File: config.mk
export PLATFORM = sky130hd
export DESIGN_NAME = seq_fetch_top
export DESIGN_NICKNAME = d
export VERILOG_FILES = /design/src/hdl/seq_pkg.sv /design/src/hdl/fetch_pkg.sv /design/src/hdl/seq_num_gen.sv /design/src/hdl/fetch_tagger.sv /design/src/hdl/seq_fetch_top.sv
export SDC_FILE = /design/constraint.sdc
export NUM_CORES = 1
export LEC_CHECK = 0
export ABC_AREA = 1
export BUFFER_PORTS_ARGS = -buffer_cell sky130_fd_sc_hd__buf_4
export CORE_ASPECT_RATIO = 1.4
export CORE_MARGIN = 1
export CORE_UTILIZATION = 60
export CTS_CLUSTER_DIAMETER = 30
export CTS_CLUSTER_SIZE = 10
export DETAILED_ROUTE_END_ITERATION = 8
export PLACE_DENSITY = 0.85
export SKIP_CTS_REPAIR_TIMING = 1
export SYNTH_ARGS = -nofsm -noshare
export SYNTH_HDL_FRONTEND = slang
export SYNTH_HIERARCHICAL = 1
export SYNTH_SLANG_ARGS = --single-unit
export TNS_END_PERCENT = 50
File: constraint.sdc
create_clock -name clk -period 9.1 [get_ports clk]
set_clock_uncertainty 0.2 [all_clocks]
set_input_delay 1.82 -clock clk [delete_from_list [all_inputs] [get_ports clk]]
set_output_delay 1.82 -clock clk [all_outputs]
set_load 0.05 [all_outputs]
File: src/hdl/seq_pkg.sv
// ---------------------------------------------------------------------
// Defaults for in-flight sequence number tracking. The top level takes
// these as its parameter defaults and passes them down to the generator.
// ---------------------------------------------------------------------

package seq_pkg;

  // ---------------------------------------------------------------------
  // Sequence number space
  // ---------------------------------------------------------------------

  // Tag width, 2**5 = 32 list entries
  localparam int DEFAULT_SEQ_NUM_BITS = 5;

  // ---------------------------------------------------------------------
  // Reclaim
  // ---------------------------------------------------------------------

  // Max consecutive freed entries the tail can pass per cycle
  // Must stay below 2**DEFAULT_SEQ_NUM_BITS
  localparam int DEFAULT_RECLAIM_WIDTH = 2;

endpackage : seq_pkg

File: src/hdl/fetch_pkg.sv
// ---------------------------------------------------------------------
// Fetch-side definitions: PC width and the tagger output buffer state.
// ---------------------------------------------------------------------

package fetch_pkg;

  // Fetch address width
  localparam int PC_BITS = 32;

  // ---------------------------------------------------------------------
  // Tagger output buffer
  // ---------------------------------------------------------------------

  // One-entry buffer, either holding a tagged fetch or not
  typedef enum logic {
    TAG_EMPTY = 1'b0,
    TAG_FULL  = 1'b1
  } tag_state_e;

endpackage : fetch_pkg

File: src/hdl/seq_num_gen.sv
// ---------------------------------------------------------------------
// Sequence number allocator. Hands out numbers in order from the head,
// frees them on commit in any order, and reclaims freed numbers at the
// tail in order, up to RECLAIM_WIDTH per cycle.
// ---------------------------------------------------------------------

module seq_num_gen #(
  parameter int SEQ_NUM_BITS  = seq_pkg::DEFAULT_SEQ_NUM_BITS,
  parameter int RECLAIM_WIDTH = seq_pkg::DEFAULT_RECLAIM_WIDTH
) (
  input  logic                    clk,
  input  logic                    rst,

  // Allocation handshake, toward the tagger
  output logic [SEQ_NUM_BITS-1:0] alloc_seq_num,
  output logic                    alloc_val,
  input  logic                    alloc_rdy,

  // Commit notification, no back-pressure
  input  logic                    commit_val,
  input  logic [SEQ_NUM_BITS-1:0] commit_seq_num
);

  import seq_pkg::*;

  localparam int NUM_ENTRIES = 2 ** SEQ_NUM_BITS;

  // One busy bit per number, set on allocate, cleared on commit
  logic [NUM_ENTRIES-1:0]  busy;

  // Head is the next number to hand out, tail the oldest outstanding
  logic [SEQ_NUM_BITS-1:0] head;
  logic [SEQ_NUM_BITS-1:0] tail;
  logic [SEQ_NUM_BITS-1:0] head_next;
  logic                    alloc_fire;

  // Reclaim chain state
  logic [SEQ_NUM_BITS-1:0]  entries_alloc;
  logic [RECLAIM_WIDTH-1:0] reclaim_run;
  logic [SEQ_NUM_BITS-1:0]  tail_incr;

  // ---------------------------------------------------------------------
  // Allocation
  // ---------------------------------------------------------------------

  // Kept at tag width so the compare wraps with the pointers
  assign head_next = head + 1'b1;

  // One slot always left open so full and empty differ
  assign alloc_val     = (head_next != tail);
  assign alloc_seq_num = head;
  assign alloc_fire    = alloc_val && alloc_rdy;

  always_ff @(posedge clk) begin
    if (rst) begin
      head <= '0;
    end else if (alloc_fire) begin
      head <= head_next;
    end
  end

  // ---------------------------------------------------------------------
  // Busy list
  // ---------------------------------------------------------------------

  // Head entry is never outstanding, so set and clear never collide
  always_ff @(posedge clk) begin
    if (rst) begin
      busy <= '0;
    end else begin
      if (alloc_fire) begin
        busy[head] <= 1'b1;
      end
      if (commit_val) begin
        busy[commit_seq_num] <= 1'b0;
      end
    end
  end

  // ---------------------------------------------------------------------
  // Reclaim
  // ---------------------------------------------------------------------

  // Outstanding count, tail up to but not including head
  assign entries_alloc = head - tail;

  // Prefix chain of free entries starting at the tail
  for (genvar i = 0; i < RECLAIM_WIDTH; i++) begin : g_reclaim
    logic [SEQ_NUM_BITS-1:0] idx;
    logic                    in_range;

    assign idx      = tail + SEQ_NUM_BITS'(i);
    assign in_range = SEQ_NUM_BITS'(i) < entries_alloc;

    if (i == 0) begin : g_first
      assign reclaim_run[i] = !busy[idx] && in_range;
    end else begin : g_chain
      // Stops at the first busy or unallocated entry
      assign reclaim_run[i] = !busy[idx] && in_range && reclaim_run[i-1];
    end
  end

  // Chain length, highest set bit of a prefix run
  always_comb begin
    tail_incr = '0;
    for (int i = 0; i < RECLAIM_WIDTH; i++) begin
      if (reclaim_run[i]) begin
        tail_incr = SEQ_NUM_BITS'(i + 1);
      end
    end
  end

  always_ff @(posedge clk) begin
    if (rst) begin
      tail <= '0;
    end else begin
      tail <= tail + tail_incr;
    end
  end

  // ---------------------------------------------------------------------
  // Checks
  // ---------------------------------------------------------------------

  // Allocation only lands on an entry already freed and reclaimed
  a_alloc_free: assert property (@(posedge clk) disable iff (rst)
    alloc_fire |-> !busy[head]);

  // Commit stage only frees numbers that are outstanding
  a_commit_busy: assert property (@(posedge clk) disable iff (rst)
    commit_val |-> busy[commit_seq_num]);

  // Empty list leaves no busy entry behind the tail
  a_tail_bound: assert property (@(posedge clk) disable iff (rst)
    (head == tail) |-> (busy == '0));

endmodule : seq_num_gen

File: src/hdl/fetch_tagger.sv
// ---------------------------------------------------------------------
// Joins each fetch PC with the next free sequence number and holds the
// pair in a one-entry buffer toward downstream. One cycle of latency,
// full throughput while downstream is ready.
// ---------------------------------------------------------------------

module fetch_tagger #(
  parameter int SEQ_NUM_BITS = seq_pkg::DEFAULT_SEQ_NUM_BITS
) (
  input  logic                         clk,
  input  logic                         rst,

  // Upstream fetch
  input  logic                         fetch_val,
  output logic                         fetch_rdy,
  input  logic [fetch_pkg::PC_BITS-1:0] fetch_pc,

  // Number source
  input  logic                         alloc_val,
  output logic                         alloc_rdy,
  input  logic [SEQ_NUM_BITS-1:0]      alloc_seq_num,

  // Downstream tagged fetch
  output logic                         tag_val,
  input  logic                         tag_rdy,
  output logic [fetch_pkg::PC_BITS-1:0] tag_pc,
  output logic [SEQ_NUM_BITS-1:0]      tag_seq_num
);

  import fetch_pkg::*;

  tag_state_e state;

  // Buffer payload
  logic [PC_BITS-1:0]      pc_q;
  logic [SEQ_NUM_BITS-1:0] seq_q;

  logic room;
  logic load;

  // ---------------------------------------------------------------------
  // Handshake
  // ---------------------------------------------------------------------

  // Empty, or full and draining this cycle
  assign room = (state == TAG_EMPTY) || tag_rdy;

  // alloc_rdy stays independent of alloc_val
  assign alloc_rdy = fetch_val && room;
  assign fetch_rdy = room && alloc_val;

  // Fetch and number taken on the same edge
  assign load = fetch_val && fetch_rdy;

  // ---------------------------------------------------------------------
  // Output buffer
  // ---------------------------------------------------------------------

  always_ff @(posedge clk) begin
    if (rst) begin
      state <= TAG_EMPTY;
    end else if (load) begin
      state <= TAG_FULL;
    end else if (tag_rdy) begin
      state <= TAG_EMPTY;
    end
  end

  always_ff @(posedge clk) begin
    if (load) begin
      pc_q  <= fetch_pc;
      seq_q <= alloc_seq_num;
    end
  end

  assign tag_val     = (state == TAG_FULL);
  assign tag_pc      = pc_q;
  assign tag_seq_num = seq_q;

  // Stalled output holds its payload
  a_tag_stable: assert property (@(posedge clk) disable iff (rst)
    (tag_val && !tag_rdy) |=> (tag_val && $stable(tag_pc) && $stable(tag_seq_num)));

endmodule : fetch_tagger

File: src/hdl/seq_fetch_top.sv
// ---------------------------------------------------------------------
// Fetch tagging front: tagger plus sequence number generator. Sets the
// tag width and reclaim width and passes them to both blocks.
// ---------------------------------------------------------------------

module seq_fetch_top #(
  parameter int SEQ_NUM_BITS  = seq_pkg::DEFAULT_SEQ_NUM_BITS,
  parameter int RECLAIM_WIDTH = seq_pkg::DEFAULT_RECLAIM_WIDTH
) (
  input  logic                          clk,
  input  logic                          rst,

  // Upstream fetch
  input  logic                          fetch_val,
  output logic                          fetch_rdy,
  input  logic [fetch_pkg::PC_BITS-1:0] fetch_pc,

  // Downstream tagged fetch
  output logic                          tag_val,
  input  logic                          tag_rdy,
  output logic [fetch_pkg::PC_BITS-1:0] tag_pc,
  output logic [SEQ_NUM_BITS-1:0]       tag_seq_num,

  // Commit stage frees
  input  logic                          commit_val,
  input  logic [SEQ_NUM_BITS-1:0]       commit_seq_num
);

  import seq_pkg::*;
  import fetch_pkg::*;

  // Tagger to generator handshake
  logic                    alloc_val;
  logic                    alloc_rdy;
  logic [SEQ_NUM_BITS-1:0] alloc_seq_num;

  fetch_tagger #(
    .SEQ_NUM_BITS (SEQ_NUM_BITS)
  ) tagger_i (
    .clk           (clk),
    .rst           (rst),
    .fetch_val     (fetch_val),
    .fetch_rdy     (fetch_rdy),
    .fetch_pc      (fetch_pc),
    .alloc_val     (alloc_val),
    .alloc_rdy     (alloc_rdy),
    .alloc_seq_num (alloc_seq_num),
    .tag_val       (tag_val),
    .tag_rdy       (tag_rdy),
    .tag_pc        (tag_pc),
    .tag_seq_num   (tag_seq_num)
  );

  seq_num_gen #(
    .SEQ_NUM_BITS  (SEQ_NUM_BITS),
    .RECLAIM_WIDTH (RECLAIM_WIDTH)
  ) gen_i (
    .clk            (clk),
    .rst            (rst),
    .alloc_seq_num  (alloc_seq_num),
    .alloc_val      (alloc_val),
    .alloc_rdy      (alloc_rdy),
    .commit_val     (commit_val),
    .commit_seq_num (commit_seq_num)
  );

endmodule : seq_fetch_top

# Word level (Yosys, flattened, before mapping)
# Index checks and enable logic that the tools add are counted.
# W data, S select, Z words.
# word_totals
ff_bits	80
elab_cells	51
output_inout_bits	39
inputBits	42
# classes
magnitude_cmp	8
n_bitwise	4
n_mux	15
eq_ne	1
reduce_logical	13
n_addsub	4
# ops
operator	count
$mux W32	3
$and A32 B32 Y32	1
$not A32 Y32	1
$or A32 B32 Y32	1
$lt A5 B6 Y1 const B	4
$add A5 B1 Y5 const B	2
$bmux W1 S5	2
$demux W1 S5	2
$ge A5 B1 Y1 const B	2
$lt A1 B5 Y1 const A	2
$logic_and A1 B1 Y1	9
$mux W1	7
$add A5 B2 Y5	1
$ne A5 B5 Y1	1
$sub A5 B5 Y5	1
$logic_not A1 Y1	2
$mux W2	1
$reduce_bool A2 Y1	1
$logic_or A1 B1 Y1	1
$not A1 Y1	1

# Logic depth before layout (Yosys ltp)
# depth
word_depth	9
depth_mapped	19

# Hierarchy
# The synthesis kept the hierarchy.
# by_module_without_submodules
module	cells_each	seq_area_each_um2	area_each_um2	instances
seq_num_gen	512	840.8	3130.5	1
fetch_tagger	50	1131.1	1189.9	1

# Worst setup path after synthesis
# No wires, ideal clock.
# synth_path
path_type	input to output
startpoint	input tag_rdy
endpoint	output fetch_rdy
setup_slack_ps	4469
path_buffers	0
required_ps	7080
arrival_time_ps	2611
stages	4
path_cell_list	inv_1 -> nand2_2 -> inv_2 -> nor2_1
# synth_between
elab_chain_len	2
# synth_lines
item	line	source
start: declaration	seq_fetch_top.sv:20	input logic tag_rdy,
$logic_or A1 B1 Y1	fetch_tagger.sv:46	assign room = (state == TAG_EMPTY) || tag_rdy;
$logic_and A1 B1 Y1	fetch_tagger.sv:50	assign fetch_rdy = room && alloc_val;
end: declaration	seq_fetch_top.sv:15	output logic fetch_rdy,
# Every way passes these cells.

# Worst setup path in the final report
# layout_path
startpoint	register gen_i.tail[0]
endpoint	output fetch_rdy
# layout_between
elab_chain_len	2
# layout_lines
item	line	source
start: declaration	seq_num_gen.sv:33	logic [SEQ_NUM_BITS-1:0] tail;
start signal: assignment	seq_num_gen.sv:117	tail <= tail + tail_incr;
$ne A5 B5 Y1	seq_num_gen.sv:50	assign alloc_val = (head_next != tail);
named net alloc_val	seq_fetch_top.sv:33	logic alloc_val;
$logic_and A1 B1 Y1	fetch_tagger.sv:50	
# The timed path passes the listed nets, and every way through them passes these cells.

==> metrics.cfg <==
[run_status]
status=completed

[power_and_ir_drop]
irDropWorstVdd_mv=0.212
p_leak_uw=0.00210
powerDensity_nw_per_um2=256

[setup_path]
critPathTopFamily=buffers and inverters
r2r_cells=14
crit_arrival_ns=2.67
worstSetupStartpoint=gen_i/tail[0]
worst-path-buf-inv=3
required_ns=7.08
worst-path-stages=9
timing.rr.end=gen_i/tail[4]
critPathCaptureType=output pin
r2r_start=gen_i/tail[1]
cp_slowest_cell=nand3_4
crit_top_cell=buf_4
crit_path_end=fetch_rdy
crit_type=reg2out
crit_chain=buf_4 -> ha_1 -> a21oi_1 -> o21ai_0 -> nor2_2 -> nand3_4 -> inv_2 -> nor2_1 -> buf_4
rrSetupSlack_ns=4.99
critPathMaxStageDelay_ns=0.39
cp-start-kind=flop
cp_max_fo=41

[route]
ant_nets=0
drc_errors=0
viasPerCell=5.78
firstDrtPassIters=6
drt-initial-drc-count=554
wl_per_cell_um=15.8
via_count=4230
drt-total-wl_um=11600

[timing]
tightest_slew_ns=0.949
setup_viol=0
setup_ws_ns=4.41
fmax_ghz=0.213
finalHoldViolations=0
period_needed_ns=4.69
final.period_utilization_pct=51.6
fin_setup_tns_ns=0
slew_violations=0
rsz0062_at_grt=false
slew_headroom_pct=36.7

[die]
io_pins=81
dieArea_um2=7550
rows=36
floorplan.initialDensity_pct=61.9
core_area_um2=6980
fp.dieH_um=102
fp.dieW_um=73.7

[grt]
grt_pass1_vias=4136
grt_start_max_net_pins=42
grt_use_total_pct=32.4
grt_pass1_wl_um=18400
antenna_found_initial=0
grt_overflow_total=0

[clocking]
htreeDepth=3
clk_pin_slew_ns=0.07
cts_root_buf=clkbuf_8
cts_sinks=80
cts_tree=built
cts_buffers=9
clockBufferDepth=2
clock_latency_ns=0.35

[logic_synthesis]
ys_ff_latch=80
netlist_instances=562
synth_edf_count=37
synthFlopType=dfxtp_1
async_flop_share_pct=0
ys_types=30
syn_nets=617
yosysTopAreaCellShare_pct=25.7
syn_area_um2=4320
synth_area_leaders=edfxtp_1, dfxtp_1, nand3_1
postSynthAreaPerCell_um2=7.69
yosysWarnings=6
synthTopCellsByCount=nand2_1, nand3_1, inv_1, a21oi_1, nor2_1
yosysMostFrequentCell=nand2_1
synth-seq-area-share_pct=45.6
yosys.area.top_type=edfxtp_1

[run]
cap_violations=0

[place]
hpwlAfterDp_um=8110
dp_slack_ns=4.71
gp_congestion=0.918
port_buffers=80

[worst_hold_path]
hold_class=reg2reg

[layout]
final_layout_size_suffix_gt1_share_pct=17.4
area_growth_pct=17.8
nets=687
diodes=0

-- cells by family after synthesis --
group | count (synthesis) | share of synthesized area [%]
AOI/OAI and AO/OA | 87 | 10.3
DFF | 80 | 45.6
xor gates and xnor gates | 5 | 1.01
and+or+nand+nor | 282 | 28.8
buffers and inverters | 95 | 10.1
adders and majority gates | 13 | 4.11
-- final cells by class --
cell class,count,area (µm²)
well taps,95,119
multi-input cells,387,1920
inverters,71,269
repair buffers,83,623
clock buffers,12,135
fillers,550,1890
clock inverters,4,48.8
flip-flops and latches,80,1970
-- flip-flops by register name (all words and copies together) (netlist names) --
name / count
tagger_i/tag_val: 1
tagger_i/tag_seq_num: 5
gen_i/tail: 5
tagger_i/tag_pc: 32
gen_i/busy: 32
gen_i/alloc_seq_num: 5
-- layout by cell type (no fill, tap or decap), drive strengths merged, types with 2 or more instances in the layout --
master	Yosys	layout
inv	70	70
fa	2	2
clkbuf	3	12
a21oi	46	46
buf	21	83
xor2	3	3
edfxtp	37	37
nand4	2	2
nand3	112	112
o21ai	40	40
xnor2	2	2
clkinv	1	2
clkinvlp	0	2
nand3b	3	3
ha	11	11
nand2	115	115
dfxtp	43	43
nor2	48	48
-- how the worst min path moves through the flow --
stage,from,cells past startpoint,endpoint
after floorplan,gen_i/alloc_seq_num[4],0,tagger_i/tag_seq_num[4]
after global placement,gen_i/busy[19],2,gen_i/busy[19]
after detailed placement,gen_i/busy[16],2,gen_i/busy[16]
after CTS,gen_i/busy[16],2,gen_i/busy[16]
after global routing,gen_i/busy[19],2,gen_i/busy[19]
final,gen_i/busy[19],2,gen_i/busy[19]
-- per-stage QoR --
stage | power, µW | cells | utilization (%) | hold slack, ns | cell area (µm²)
6_report | 1300 | 732 | 72.9 | 0.276 | 5090
5_1_grt | 1380 | 732 | 72.9 | 0.299 | 5090
4_1_cts | 1300 | 732 | 72.9 | 0.276 | 5090
3_5_place_dp | 1050 | 716 | 70.3 | 0.265 | 4900
3_3_place_gp | 1040 | 716 | 70.3 | 0.257 | 4900
2_1_floorplan | 911 | 562 | - | 0.209 | 4320
-- metal layers --
metal,up-vias,share of wire [%],track usage (%)
met5,-,0,0
met4,0,5.3,20.7
met3,63,9.4,6.71
met1,1899,35,36.5
met2,272,50,55.0
li1,1996,-,-
-- tightest hold or removal path, stage by stage, from the launching register on --
cell     delay [ns]
dfxtp_1        0.31
inv_1          0.06
a21oi_1        0.06
-- where the power goes --
group | leakage [µW] | switching [µW] | internal (µW)
Combinational | 0.00131 | 412 | 176
Clock | 0.0000842 | 122 | 126
Sequential | 0.000705 | 35.5 | 430
Total | 0.00210 | 570 | 732
Note: power is estimated with default switching activity, not from simulation.
